`config.mk`:
```
export PLATFORM = sky130hd
export DESIGN_NAME = tile_xbus_split
export DESIGN_NICKNAME = d
export VERILOG_FILES = /design/src/tile_pkg.sv /design/src/tile_xbus_split.sv
export SDC_FILE = /design/constraint.sdc
export NUM_CORES = 1
export LEC_CHECK = 0
export ABC_AREA = 1
export BUFFER_PORTS_ARGS = -buffer_cell sky130_fd_sc_hd__buf_4
export CORE_AREA = 2 2 121 123
export DETAILED_ROUTE_END_ITERATION = 6
export DIE_AREA = 0 0 123 125
export PLACE_DENSITY = 0.52
export SLEW_MARGIN = 20
export SYNTH_ARGS = -nofsm -noshare
export SYNTH_HDL_FRONTEND = slang
export SYNTH_SLANG_ARGS = --single-unit
```
`constraint.sdc`:
```
create_clock -name clk_i -period 2.1 [get_ports clk_i]
set_input_delay 0 -clock clk_i [delete_from_list [all_inputs] [get_ports clk_i]]
set_output_delay 0 -clock clk_i [all_outputs]
set_load 0.02 [all_outputs]
```
`src/tile_pkg.sv`:
```
// shared widths, request struct and address map, imported by every tile module
`default_nettype none

package tile_pkg;

	typedef logic [31:0] word_t;
	typedef logic [31:0] addr_t;
	typedef logic [3:0]  byte_en_t;
	typedef logic [1:0]  sfr_idx_t;

	// one request without its strobe, 69 bits
	typedef struct packed {
		logic     we;
		addr_t    addr;
		byte_en_t be;
		word_t    wdata;
	} mem_cmd_t;

	// core requests with this bit set go to the external bus
	localparam int unsigned XBUS_SEL_BIT = 31;

	// local requests with this bit set go to the sfr block, else ram
	localparam int unsigned SFR_SEL_BIT = 30;

	// sfr register index sits in addr[3:2]
	localparam int unsigned SFR_IDX_LSB = 2;

	localparam sfr_idx_t SFR_ID_IDX      = 2'd0;
	localparam sfr_idx_t SFR_SCRATCH_IDX = 2'd1;

endpackage

`default_nettype wire

```
`src/tile_xbus_split.sv`:
```
// first stage, splits core requests between the external bus and the local fabric
`default_nettype none
`timescale 1ns/10ps

module tile_xbus_split
(
	input  wire logic              clk_i
	, input  wire logic            arst_n_i

	, input  wire logic            core_req_i
	, input  wire tile_pkg::mem_cmd_t core_cmd_i
	, output logic                 core_ack_o
	, output logic                 core_resp_o
	, output tile_pkg::word_t      core_rdata_o

	, output logic                 loc_req_o
	, output tile_pkg::mem_cmd_t   loc_cmd_o
	, input  wire logic            loc_ack_i
	, input  wire logic            loc_resp_i
	, input  wire tile_pkg::word_t loc_rdata_i

	, output logic                 xbus_req_o
	, output tile_pkg::mem_cmd_t   xbus_cmd_o
	, input  wire logic            xbus_ack_i
	, input  wire logic            xbus_resp_i
	, input  wire tile_pkg::word_t xbus_rdata_i
);

	import tile_pkg::*;

	localparam int unsigned CNT_W = 4;

	logic             to_xbus;
	logic             xrd_issue;
	logic [CNT_W-1:0] xrd_cnt_q;

	assign to_xbus = core_cmd_i.addr[XBUS_SEL_BIT];

	assign xbus_req_o = core_req_i & to_xbus;
	assign xbus_cmd_o = core_cmd_i;

	// local side waits until every external read has come back
	assign loc_req_o = core_req_i & ~to_xbus & (xrd_cnt_q == '0);
	assign loc_cmd_o = core_cmd_i;

	assign core_ack_o = (xbus_req_o & xbus_ack_i) | loc_ack_i;

	assign core_resp_o  = loc_resp_i | xbus_resp_i;
	assign core_rdata_o = xbus_resp_i ? xbus_rdata_i : loc_rdata_i;

	assign xrd_issue = xbus_req_o & xbus_ack_i & ~core_cmd_i.we;

	// outstanding external reads
	always_ff @(posedge clk_i or negedge arst_n_i)
	begin
		if (!arst_n_i)
			xrd_cnt_q <= '0;
		else
			xrd_cnt_q <= xrd_cnt_q + CNT_W'(xrd_issue) - CNT_W'(xbus_resp_i);
	end

endmodule

`default_nettype wire

```
==> qor.csv <==
stage,metric,value,unit
global_routing,grt_usage,5.10,%
synth,postSynthCellCount,283,
hold_path,hold_path.class,input pin to output port,
synth,synth_top_family_by_area,buffers and inverters,
timing,slew_headroom,75.5,%
clock_tree,clk_pin_slew,0.03,ns
routing,drc,0,
setup_path,critPathKind,flop to flop,
die,dieArea,15400,um2
timing,finalHoldViolations,0,
synth,ys_ff_latch,4,
setup_path,critical_path.max_stage_delay,0.38,ns
routing,routed_wl,4.67,mm
finish,fillers,1660,
clock_tree,cts_setup_buffers,0,
routing,vias,1355,
setup_path,crit_path_start_kind,flop,
timing,grt_setup_unrepaired,no,
place,io_buffers,112,
place,dp_hpwl,3.77,mm
synth,ys.warnings.count,0,
synth,synthMuxAreaShare,0,%
clock_tree,numCtsBuffers,3,
timing,fin_skew,0.000162,ns
synth,syn-num-nets,429,
synth,ys_types,14,
synth,synth-seq-area-share,5.61,%
clock_tree,htreeDepth,1,
timing,setup_viol,0,
synth,synthSimpleGateAreaFrac,24.0,%
routing,viasPerCell,3.09,
setup_path,worstPathArrival,1.67,ns
setup_path,crit_buf_inv,3,
clock_tree,ctsResizeCount,0,
routing,postRouteAntennaNets,0,
clock_tree,cts_buffer_depth,2,
die,die_w,123,um
global_routing,grt_pass1_wl,6.07,mm
finish,syn2layout_area_growth,3.37,%
timing,drv_slew,0,
routing,drt_iter0_markers,24,
pwr,p_leak,0.00106,uW
setup_path,path_delay_family,adder cells,
clock_tree,root_buffer,clkbuf_16,
place,gp_congestion,0.632,
setup_path,critPathCaptureType,flop,
outcome,status,"finished, final reports clean",
job,drv_cap,0,
routing,avgRoutedWirePerCell,10.6,um
timing,final.setup.tns,0,ns
die,fp.dieH,125,um
timing,tightest_slew,0.367,ns
global_routing,grt_max_degree,35,
finish,drive_gt1_share,46.3,%
timing,finalCritPeriodShare,74.6,%
routing,firstDrtPassIters,4,
timing,hold_slack,0.0000113,ns
finish,largest_reg_flops,4,
pwr,irDropWorstVdd,0.229,mV
pwr,power.total,1060,uW
die,io_pins,314,
clock_tree,clock_latency,0.22,ns
global_routing,overflow,0,
clock_tree,cts_tree,done,
finish,layout.nets,403,
global_routing,antenna_found_initial,0,
pwr,p_per_area,575,nW/um2
setup_path,cpMaxStageDelayCell,fa_1,
clock_tree,clock_sinks,4,
setup_path,crit_fanout,3,
synth,synth_xor_area_share,0.491,%
synth,postSynthAreaPerCell,6.30,um2
synth,synthAdderAreaFrac,4.63,%
die,rows,44,
global_routing,grt_pass1_vias,1222,
finish,top_register,xrd_cnt_q,
die,initial_core_util,12.6,%
timing,fmax,0.638,GHz
finish,antenna_cells,0,
finish,top_regs,xrd_cnt_q: 4 flops,
synth,syn_area,1780,um2
setup_path,worst_path_most_repeated_cell,inv_1,
synth,synth_compound_area_share,0.281,%
die,core,14200,um2
setup_path,crit_path_cell_trace,inv_1 > ha_1 > inv_1 > ha_1 > inv_1 > fa_1 > xnor2_1,
setup_path,worst_ep_required_time,2.20,ns
timing,fin_crit,1.57,ns
## power breakdown
group          total (uW)  switching [uW]  internal, uW  leakage [uW]
clock                 295            52.1           243     0.0000370
sequential            140            18.3           122     0.0000470
combinational         624             320           304      0.000980
total                1060             391           669       0.00106
## cells in the mapped netlist
| cell | count | area (um2) |
|---|---|---|
| nor3_1 | 1 | 5.00 |
| nand3_1 | 3 | 15.0 |
| inv_1 | 13 | 48.8 |
| ha_1 | 5 | 62.6 |
| dfrtp_1 | 4 | 100 |
| inv_4 | 1 | 6.26 |
| or2_2 | 1 | 6.26 |
| xnor2_1 | 1 | 8.76 |
| nand2_1 | 105 | 394 |
| a21oi_1 | 1 | 5.00 |
| buf_4 | 141 | 1060 |
| nor2_1 | 2 | 7.51 |
| fa_1 | 1 | 20.0 |
| buf_6 | 4 | 45.0 |
## logic make-up after synthesis
kind of cell,Yosys count
xor gates and xnor gates,1
AOI/OAI and AO/OA,1
DFF,4
adders and majority gates,6
and+or+nand+nor,112
buffers and inverters,159
## final timing paths
| check | startpoint | end | slack [ns] | depth (start not counted) |
|---|---|---|---|---|
| worst max-delay path | xrd_cnt_q[0] | xrd_cnt_q[2] | 0.53 | 7 |
| worst max register to register | xrd_cnt_q[0] | xrd_cnt_q[2] | 0.53 | 7 |
| worst min register to register | xrd_cnt_q[1] | xrd_cnt_q[1] | 0.65 | 2 |
| min in group asynchronous | arst_n_i | xrd_cnt_q[0] | 0.14 | 2 |
| max in group asynchronous | arst_n_i | xrd_cnt_q[1] | 1.85 | 2 |
| worst min-delay path | core_cmd_i[37] | loc_cmd_o[37] | 0.00001 | 0 |
## what timing repair did
item,4_1_cts,5_1_grt
endpoints found under the setup margin,0,0
hold buffers,1,0
hold endpoints to repair,4,0
## layout by cell type (no fill, tap or decap)
| cell type | n |
|---|---|
| xnor2_1 | 1 |
| inv_4 | 1 |
| or2_2 | 1 |
| a21oi_1 | 1 |
| ha_1 | 5 |
| nand2_1 | 105 |
| fa_1 | 1 |
| nor3_1 | 1 |
| buf_4 | 113 |
| inv_1 | 13 |
| nor2_1 | 2 |
| nand3_1 | 3 |
| clkbuf_16 | 3 |
| dlygate4sd3_1 | 1 |
| dfrtp_1 | 4 |
## final cells by class
type / instances / area (um2) / area share (%)
multi-input cells: 120 / 524 / 28.4
well taps: 184 / 230 / 12.5
inverters: 14 / 55.1 / 2.99
clock buffers: 3 / 75.1 / 4.07
repair buffers: 114 / 858 / 46.6
flip-flops and latches: 4 / 100 / 5.43
## per-layer routing
layer / wire (um) / track usage, % / vias up
li1: - / - / 644
met1: 1400 / 4.34 / 512
met2: 1720 / 6.27 / 170
met3: 1320 / 6.30 / 27
met4: 195 / 3.54 / 2
met5: 26 / 1.32 / -
## through the flow
step	utilization, %	setup slack (ns)	area [um2]	instances
2_1_floorplan	-	0.610	1780	283
3_3_place_gp	12.4	0.568	1760	435
3_5_place_dp	12.4	0.519	1760	435
4_1_cts	13.0	0.514	1840	439
5_1_grt	13.0	0.453	1840	439
6_report	13.0	0.534	1840	439
(Power assumes the default switching activity.)
