<file path="src/tile_pkg.sv">
// shared widths, request struct and address map, imported by every tile module
`default_nettype none

package tile_pkg;

	typedef logic [31:0] word_t;
	typedef logic [31:0] addr_t;
	typedef logic [3:0]  byte_en_t;
	typedef logic [1:0]  sfr_idx_t;

	// one request without its strobe, 69 bits
	typedef struct packed {
		logic     we;
		addr_t    addr;
		byte_en_t be;
		word_t    wdata;
	} mem_cmd_t;

	// core requests with this bit set go to the external bus
	localparam int unsigned XBUS_SEL_BIT = 31;

	// local requests with this bit set go to the sfr block, else ram
	localparam int unsigned SFR_SEL_BIT = 30;

	// sfr register index sits in addr[3:2]
	localparam int unsigned SFR_IDX_LSB = 2;

	localparam sfr_idx_t SFR_ID_IDX      = 2'd0;
	localparam sfr_idx_t SFR_SCRATCH_IDX = 2'd1;

endpackage

`default_nettype wire

</file>
<file path="src/tile_host_arb.sv">
// second stage, round-robin arbiter between the core-local port and the host port
`default_nettype none
`timescale 1ns/10ps

module tile_host_arb
(
	input  wire logic              clk_i
	, input  wire logic            arst_n_i

	, input  wire logic            loc_req_i
	, input  wire tile_pkg::mem_cmd_t loc_cmd_i
	, output logic                 loc_ack_o
	, output logic                 loc_resp_o
	, output tile_pkg::word_t      loc_rdata_o

	, input  wire logic            hpi_req_i
	, input  wire tile_pkg::mem_cmd_t hpi_cmd_i
	, output logic                 hpi_ack_o
	, output logic                 hpi_resp_o
	, output tile_pkg::word_t      hpi_rdata_o

	, output logic                 int_req_o
	, output tile_pkg::mem_cmd_t   int_cmd_o
	, input  wire logic            int_ack_i
	, input  wire logic            int_resp_i
	, input  wire tile_pkg::word_t int_rdata_i
);

	import tile_pkg::*;

	logic gnt_host;
	logic gnt_core;
	logic accept;
	logic last_host_q;
	logic own_host_q;

	// host wins when alone or when the core had the last grant
	assign gnt_host = hpi_req_i & (~loc_req_i | ~last_host_q);
	assign gnt_core = loc_req_i & ~gnt_host;

	assign int_req_o = loc_req_i | hpi_req_i;
	assign int_cmd_o = gnt_host ? hpi_cmd_i : loc_cmd_i;
	assign accept    = int_req_o & int_ack_i;

	assign loc_ack_o = gnt_core & int_ack_i;
	assign hpi_ack_o = gnt_host & int_ack_i;

	// read data comes back exactly one cycle after accept
	assign loc_resp_o  = int_resp_i & ~own_host_q;
	assign hpi_resp_o  = int_resp_i & own_host_q;
	assign loc_rdata_o = int_rdata_i;
	assign hpi_rdata_o = int_rdata_i;

	always_ff @(posedge clk_i or negedge arst_n_i)
	begin
		if (!arst_n_i)
		begin
			// start as if the host went last
			last_host_q <= 1'b1;
			own_host_q  <= 1'b0;
		end
		else
		begin
			if (accept)
				last_host_q <= gnt_host;
			if (accept && !int_cmd_o.we)
				own_host_q <= gnt_host;
		end
	end

endmodule

`default_nettype wire

</file>
<file path="config.mk">
export PLATFORM = sky130hd
export DESIGN_NAME = tile_host_arb
export DESIGN_NICKNAME = d
export VERILOG_FILES = /design/src/tile_pkg.sv /design/src/tile_host_arb.sv
export SDC_FILE = /design/constraint.sdc
export NUM_CORES = 1
export LEC_CHECK = 0
export BUFFER_PORTS_ARGS = -buffer_cell sky130_fd_sc_hd__buf_2
export CAP_MARGIN = 5
export CORE_AREA = 2 2 121 123
export DETAILED_ROUTE_END_ITERATION = 10
export DIE_AREA = 0 0 123 125
export HOLD_SLACK_MARGIN = 0.06
export RECOVER_POWER = 100
export SYNTH_ARGS = -nofsm -noshare
export SYNTH_HDL_FRONTEND = slang
export SYNTH_SLANG_ARGS = --single-unit
</file>
<file path="constraint.sdc">
create_clock -name clk_i -period 1.5 [get_ports clk_i]
set_input_delay 0.15 -clock clk_i [delete_from_list [all_inputs] [get_ports clk_i]]
set_output_delay 0.15 -clock clk_i [all_outputs]
set_load 0.1 [all_outputs]
</file>
==> impl_summary.txt, run 1 <==
----------------------------------------------------
[Final layout]
  Fin nets ... 500
  Layout area overhead ... 116%
  Most common library cell in the layout ignoring fill and taps ... sky130_fd_sc_hd__buf_2
  Post-Layout Cell Count ... 509
  Commonest non-fill, non-tap cells in the layout ... sky130_fd_sc_hd__buf_2 (142), sky130_fd_sc_hd__buf_12 (73), sky130_fd_sc_hd__mux2_4 (68)
  Fraction of final layout cells with drive strength greater than 1 ... 95.0%

[Yosys]
  Number of distinct library cell variants in the gate-level netlist after synthesis ... 14
  Part of the Yosys area used for sequential elements ... 2.84%
  Fraction of synthesized cell area taken by the top area cell type ... 55.8%
  Synthesized net count ... 335
  Cell area after synthesis ... 1800 um^2
  Count of state elements after synthesis ... 2
  Cell type contributing the most total cell area after synthesis ... sky130_fd_sc_hd__mux2_4
  Avg Synthesized Cell Area ... 11.3 um^2
  Syn Inst Count ... 159
  Ys Warns ... 0
  Largest cells by area after synthesis ... sky130_fd_sc_hd__mux2_4 (56%), sky130_fd_sc_hd__buf_4 (27%), sky130_fd_sc_hd__buf_12 (8.9%)

[Setup path]
  Crit path to ... int_cmd_o[5]
  Maximum fanout along the worst path ... 11
  Worst EP arrival ... 1630 ps
  Type of origin of the critical path ... register
  R2r endpoint ... own_host_q$_DFFE_PN0P_
  RR Startpoint ... last_host_q$_DFFE_PN1P_
  Timing startpoint of the critical path ... last_host_q$_DFFE_PN1P_
  Critical path endpoint category ... output pin
  Type of the worst setup path ... reg -> out
  Logic depth of the worst register-to-register path ... 6
  R2r setup slk ... 220 ps
  Critical Path RT ... 1350 ps

[Placed design]
  Routability cong. ... 0.693
  Post-detail-place hpwl ... 7260 um
  Post-Place Worst Slack ... -129 ps
  # port buffers ... 217
  Placed insts ... 493

[CTS]
  Clk Tree Root Cell ... sky130_fd_sc_hd__clkbuf_16
  Clock edge transition at the registers on the reported setup and hold paths ... 30 ps
  TritonCTS clock tree ... done
  Clock network latency to the later pin of the worst-skew pair ... 220 ps
  Number of buffers added by the clock tree synthesis step ... 3
  H-Tree Depth ... 1
  Number of buffers on the longest clock path ... 2
  Total clock sinks ... 2

[Job]
  Max-cap violations ... 0

[Route]
  Wire length the detailed router placed on met1 ... 2540 um
  DRC marker count from the first detailed-route iteration ... 28
  Uppermost layer routed ... met5
  Met2 layer wire length in the routed design ... 4570 um
  Detailed-router iteration count before antenna repair ... 3
  Met3 WL ... 993 um
  Routed Antenna Nets ... 0
  Ratio of routed vias to standard cells ... 3.41
  Final wirelength ... 8250 um
  Post-route DRC violation count ... 0
  Wirelength per Cell ... 16.2 um
  Routed vias ... 1,735

[Run status]
  Run status ... complete, but fails checks
  Violations in the final reports ... setup timing

[Power]
  Pwr per Cell Area ... 956 nW/um^2
  P_leak ... 0.00201 uW
  Peak supply drop ... 0.309 mV
  Total power draw ... 3730 uW

[STA]
  Post-route setup slack ... -284 ps
  Period minus WS final ... 1780 ps
  Final Hold Slack ... 186 ps
  Worst rel slew slack ... 62.2%
  Final Max Slew Viols ... 0
  Setup Viol. Count Final ... 71
  Max frequency ... 560 MHz
  Pin slew with the least headroom to its limit ... 569 ps
  Final hold vios ... 0
  Final worst path period share ... 119%
  Setup repair after global routing missed its margin ... yes
  Clock skew after layout ... 1.64 ps

[Global routing]
  Number of global-route vias before repair ... 1,809
  Total global-route track usage ... 9.47%
  Grt total ovfl ... 0
  Wire length of the first global-routing pass ... 10,800 um
  Number of antenna violations at the first check in global routing ... 4
  Maximum number of pins on one net before global-route repair ... 21

[Floorplanning]
  Number of rows created at floorplan ... 44
  Initial core utilization ... 12.7%
  Total die area ... 15,400 um^2
  Count of pins on the block boundary ... 314
  Area of the core region ... 14,200 um^2
  Die outline width ... 123 um
  Vertical extent of the die ... 125 um

[Min path]
  Worst hold path type ... in -> reg

----------------------------------------------------
-- logic make-up after synthesis --
family	share of synthesized area [%]
buffers and inverters	35.7
flip-flops	2.84
multiplexers	57.0
AO/OA/AOI/OAI	1.46
AND/OR/NAND/NOR	2.98
-- per-layer routing --
metal  vias up  global-route usage [%]
met3        16                    3.70
met5         -                       0
met2       119                    18.9
met1       786                    8.80
li1        810                       -
met4         4                    2.01
-- critical path, stage by stage (launching register included) --
cell and delay [ps]:
sky130_fd_sc_hd__dfstp_2 540, sky130_fd_sc_hd__a21boi_4 60, sky130_fd_sc_hd__buf_12 150, sky130_fd_sc_hd__buf_16 160, sky130_fd_sc_hd__mux2_4 320, sky130_fd_sc_hd__buf_12 170
-- metrics by stage --
step | area (um^2) | TNS [ps] | util [%]
2_1_floorplan | 1810 | -329 | -
3_3_place_gp | 3620 | -5730 | 25.5
3_5_place_dp | 3620 | -6380 | 25.5
4_1_cts | 3800 | -19940 | 26.8
5_1_grt | 3910 | -22080 | 27.5
6_report | 3910 | -19030 | 27.5
-- repair_timing --
action                                  CTS  global route
cloned                                    2             3
hold endpoints to repair                  2             0
setup buffers                             2             3
hold buffers                              1             0
endpoints found under the setup margin   71            71
gates resized for setup                   4             4
pin swaps                                 1             1
-- registers in the layout, indices dropped and copies added (netlist names) --
name / flops
last_host_q: 1
own_host_q: 1
-- final cells by class --
cell class | count | area (um^2)
Antenna cell | 2 | 5.00
Sequential cell | 2 | 51.3
Inverter | 1 | 3.75
Clock buffer | 4 | 78.8
Tap cell | 184 | 230
Multi-Input combinational cell | 84 | 1130
Timing Repair Buffer | 232 | 2410
Fill cell | 1465 | 10300
-- how the worst min path moves through the flow --
stage	startpoint	endpoint	slack (ps)	cells after the start
after global placement	arst_n_i	own_host_q$_DFFE_PN0P_	-60	1
after global routing	int_ack_i	last_host_q$_DFFE_PN1P_	210	3
final	int_ack_i	last_host_q$_DFFE_PN1P_	190	3
after detailed placement	arst_n_i	own_host_q$_DFFE_PN0P_	-60	1
after floorplan	arst_n_i	own_host_q$_DFFE_PN0P_	-150	0
after CTS	int_ack_i	last_host_q$_DFFE_PN1P_	200	3
-- power by group --
group	switching (uW)	total, uW	internal [uW]
clock	67.8	418	350
combinational	1930	3230	1300
sequential	14.4	84.0	69.5
-- synth_stat cells --
cell type	instances
sky130_fd_sc_hd__mux2_4	67
sky130_fd_sc_hd__inv_1	1
sky130_fd_sc_hd__nand2b_1	1
sky130_fd_sc_hd__buf_4	64
sky130_fd_sc_hd__a21boi_2	1
sky130_fd_sc_hd__dfrtp_1	1
sky130_fd_sc_hd__nor2b_1	2
sky130_fd_sc_hd__buf_12	8
sky130_fd_sc_hd__and2_1	2
sky130_fd_sc_hd__mux2_2	2
sky130_fd_sc_hd__nor2_1	2
sky130_fd_sc_hd__nand2_1	4
sky130_fd_sc_hd__o21ai_0	3
sky130_fd_sc_hd__dfstp_2	1
No activity file was read; power rests on OpenSTA's default activity.
==> inputs of run 2 (changes only) <==
- ABC_AREA: not set -> 1
- CORE_AREA: 2 2 121 123 -> 2 2 123 125
- DIE_AREA: 0 0 123 125 -> 0 0 125 127
- SKIP_CTS_REPAIR_TIMING: not set -> 1
==> run 2 against run 1 <==
Net effect:
- the run still ends with setup timing left
- clock power is essentially flat
- via count grew 39%
- die area grew 3.3%
- hold slack gained 27 ps
- combinational power grew 5%
- global-route usage shrank 1.1 points
- maximum frequency grew 2.7%
- non-clock buffer count grew 6
- area after synthesis shrank 18%
- clock-buffer cell count is the same
- critical endpoint is now int_cmd_o[59]
- largest cell class unchanged
- largest power group unchanged
- highest routed layer is now met4
==> impl_summary.txt, run 2 <==
----------------------------------------------------
[Yosys]
  Share of cell area taken by muxes after synthesis ... 0% (-57 points)
  Share of the synthesized area in compound gates (AO/OA/AOI/OAI) ... 0.677% (-0.78 points)
  Part of the Yosys area used for sequential elements ... 3.47% (+0.63 points)
  Synth top cells by count ... sky130_fd_sc_hd__nand2_1 (212), sky130_fd_sc_hd__buf_4 (64), sky130_fd_sc_hd__buf_2 (12)
  Fraction of synthesized cell area taken by the top area cell type ... 53.9% (-1.9 points)
  Commonest register cell after synthesis ... sky130_fd_sc_hd__dfstp_2
  Cell type contributing the most total cell area after synthesis ... sky130_fd_sc_hd__nand2_1
  Avg Synthesized Cell Area ... 4.80 um^2 (-58%)
  Share of synthesized cell area in and, or, nand and nor gates ... 56.5% (+53 points)
  Number of distinct library cell variants in the gate-level netlist after synthesis ... 12 (-2)
  Cell area after synthesis ... 1480 um^2 (-18%)
  Syn Inst Count ... 308 (+94%)
  Largest family of logic cells by synthesized area ... simple AND/OR/NAND/NOR gates
  Largest cells by area after synthesis ... sky130_fd_sc_hd__nand2_1 (54%), sky130_fd_sc_hd__buf_4 (33%), sky130_fd_sc_hd__buf_2 (4.1%)
  Share of synthesized registers carrying an async set or reset ... 100% (unchanged)
  Cell with the most instances after synthesis ... sky130_fd_sc_hd__nand2_1
  Ys Warns ... 0 (unchanged)
  Count of state elements after synthesis ... 2 (unchanged)
  Number of synthesized flops with an enable pin ... 0 (unchanged)
  Area share of fa/ha/maj cells after synthesis ... 0% (unchanged)
  Synthesized net count ... 484 (+44%)
  Xor and xnor area share after synthesis ... 0% (unchanged)

[Power]
  Pwr per Cell Area ... 894 nW/um^2 (-6.4%)
  Peak supply drop ... 0.382 mV (+24%)
  Total power draw ... 3900 uW (+4.4%)
  P_leak ... 0.00231 uW (+15%)

[Setup path]
  Worst EP arrival ... 1590 ps (-40 ps)
  Critical path endpoint category ... output pin
  R2r endpoint ... own_host_q$_DFFE_PN0P_
  Maximum fanout along the worst path ... 9 (-2)
  RR Startpoint ... last_host_q$_DFFE_PN1P_
  Type of origin of the critical path ... register
  Logic depth of the worst register-to-register path ... 8 (+2)
  Critical Path RT ... 1350 ps (about the same)
  R2r setup slk ... 140 ps (-80 ps)
  Type of the worst setup path ... reg -> out

[Min path]
  Hold Path Cell Cnt ... 4 (+1)
  Worst hold path startpoint ... hpi_cmd_i[68]
  Endpoint with the worst hold slack ... own_host_q$_DFFE_PN0P_
  Worst hold path type ... in -> reg

[Final layout]
  Layout area overhead ... 195%
  Registers with the most flip-flops ... last_host_q x1, own_host_q x1
  Flip-flop and latch area ... 51.3 um^2 (unchanged)
  Diodes inserted ... 0 (-2)
  Fill count ... 1,510 (+3.1%)
  Multi-input combinational cell area ... 1430 um^2 (+27%)
  Commonest non-fill, non-tap cells in the layout ... sky130_fd_sc_hd__buf_2 (144), sky130_fd_sc_hd__nand2_2 (88), sky130_fd_sc_hd__nand2_1 (80), sky130_fd_sc_hd__buf_12 (80), sky130_fd_sc_hd__nand2_4 (44)
  Post-Layout Cell Count ... 656 (+29%)
  Post-route core utilization ... 30.2% (+2.7 points)
  Fraction of final layout cells with drive strength greater than 1 ... 79.9% (-15 points)
  Post-route cell area ... 4360 um^2 (+12%)
  Fin nets ... 649 (+30%)
  Most common library cell in the layout ignoring fill and taps ... sky130_fd_sc_hd__buf_2

[Global routing]
  Maximum number of pins on one net before global-route repair ... 41 (+95%)
  Total global-route track usage ... 8.37% (-1.1 points)
  Number of global-route vias before repair ... 2,175 (+20%)
  Wire length of the first global-routing pass ... 10,900 um (+0.83%)
  Grt total ovfl ... 0 (unchanged)
  Number of antenna violations at the first check in global routing ... 0 (-4)

[STA]
  Period minus WS final ... 1740 ps (-46.6 ps)
  Final Max Slew Viols ... 0 (unchanged)
  Final hold vios ... 0 (unchanged)
  Clock skew after layout ... 1.09 ps (-0.543 ps)
  Final Hold Slack ... 213 ps (+27.2 ps)
  Pin slew with the least headroom to its limit ... 546 ps (-23.0 ps)
  Setup repair after global routing missed its margin ... yes
  Final worst path period share ... 116% (-3.1 points)
  Max frequency ... 575 MHz (+2.7%)
  Setup Viol. Count Final ... 71 (unchanged)
  Worst rel slew slack ... 63.7% (+1.5 points)
  Post-route setup slack ... -238 ps (+46.6 ps)

[Run status]
  Violations in the final reports ... setup timing
  Run status ... complete, but fails checks

[CTS]
  Clk Tree Root Cell ... sky130_fd_sc_hd__clkbuf_16
  TritonCTS clock tree ... done
  Number of buffers added by the clock tree synthesis step ... 3 (unchanged)
  Total clock sinks ... 2 (unchanged)
  Clock edge transition at the registers on the reported setup and hold paths ... 30 ps (about the same)
  Clock network latency to the later pin of the worst-skew pair ... 220 ps (about the same)
  Number of buffers on the longest clock path ... 2 (unchanged)
  H-Tree Depth ... 1 (unchanged)

[Route]
  Post-route DRC violation count ... 0 (unchanged)
  DRC marker count from the first detailed-route iteration ... 83 (+200%)
  Final wirelength ... 9260 um (+12%)
  Wirelength per Cell ... 14.1 um (-13%)
  Routed vias ... 2,414 (+39%)
  Ratio of routed vias to standard cells ... 3.68 (+8.0%)
  Detailed-router iteration count before antenna repair ... 4 (+1)
  Routed Antenna Nets ... 0 (unchanged)

[Floorplanning]
  Die outline width ... 125 um (+1.6%)
  Initial core utilization ... 10.2% (-2.5 points)
  Number of rows created at floorplan ... 44 (unchanged)
  Total die area ... 15,900 um^2 (+3.3%)
  Count of pins on the block boundary ... 314 (unchanged)
  Area of the core region ... 14,400 um^2 (+1.6%)
  Vertical extent of the die ... 127 um (+1.6%)

[Placed design]
  # port buffers ... 217 (unchanged)
  Post-detail-place hpwl ... 6360 um (-12%)
  Instance area after placement ... 3670 um^2 (+1.4%)
  Placed insts ... 637 (+29%)
  Routability cong. ... 0.800 (+15%)

[Job]
  Max-cap violations ... 0 (unchanged)

----------------------------------------------------
-- run 2: worst max-delay path by stage --
stage / cells after the start / startpoint / to / slack [ps]
finish: 7 / last_host_q$_DFFE_PN1P_ / int_cmd_o[59] / -240
CTS: 7 / last_host_q$_DFFE_PN1P_ / int_cmd_o[61] / -230
global route: 7 / last_host_q$_DFFE_PN1P_ / int_cmd_o[65] / -280
detailed placement: 7 / last_host_q$_DFFE_PN1P_ / int_cmd_o[61] / 9
floorplan: 4 / last_host_q$_DFFE_PN1P_ / hpi_ack_o / -140
global placement: 6 / last_host_q$_DFFE_PN1P_ / int_cmd_o[51] / 20
-- run 2: per-stage QoR --
| step | setup TNS (ps) | setup slack, ps |
|---|---|---|
| 2_1_floorplan | -199 | -142 |
| 3_3_place_gp | 0 | 21.3 |
| 3_5_place_dp | 0 | 8.62 |
| 4_1_cts | -13850 | -229 |
| 5_1_grt | -17410 | -275 |
| 6_report | -13860 | -238 |
-- run 2: kinds of logic (layout without fill, tap and decap cells) --
group	Yosys count	in the layout
compound gates	2	2
buf+inv	83	247
flops	2	2
simple gates	221	221
-- run 2: layout make-up --
cell class | instances | area share (%)
clock buffer | 4 | 1.81
inverter | 5 | 0.718
multi-input combinational | 223 | 32.7
sequential | 2 | 1.18
tap | 184 | 5.28
timing repair buffer | 238 | 58.3
-- run 2: report_power, final --
| group | internal, uW | switching, uW | leakage [uW] |
|---|---|---|---|
| clock network | 350 | 69.7 | 0.0000382 |
| registers | 65.3 | 9.66 | 0.0000233 |
| logic | 1220 | 2180 | 0.00225 |
| total | 1630 | 2260 | 0.00231 |
-- run 2: worst max-delay path, cell delays in order (launching register included) --
cell and delay [ps]:
sky130_fd_sc_hd__dfstp_2 540, sky130_fd_sc_hd__nand2_4 70, sky130_fd_sc_hd__nand2_8 120, sky130_fd_sc_hd__clkinv_8 110, sky130_fd_sc_hd__clkbuf_16 190, sky130_fd_sc_hd__nand2_1 100, sky130_fd_sc_hd__nand2_4 60, sky130_fd_sc_hd__buf_12 160
-- run 2: per-layer routing --
layer	vias up	GRT usage, %	share of wire, %
li1	1179	-	-
met1	1056	9.22	37
met2	155	14.7	51
met3	24	3.22	8.8
met4	0	3.01	2.6
met5	-	0	0
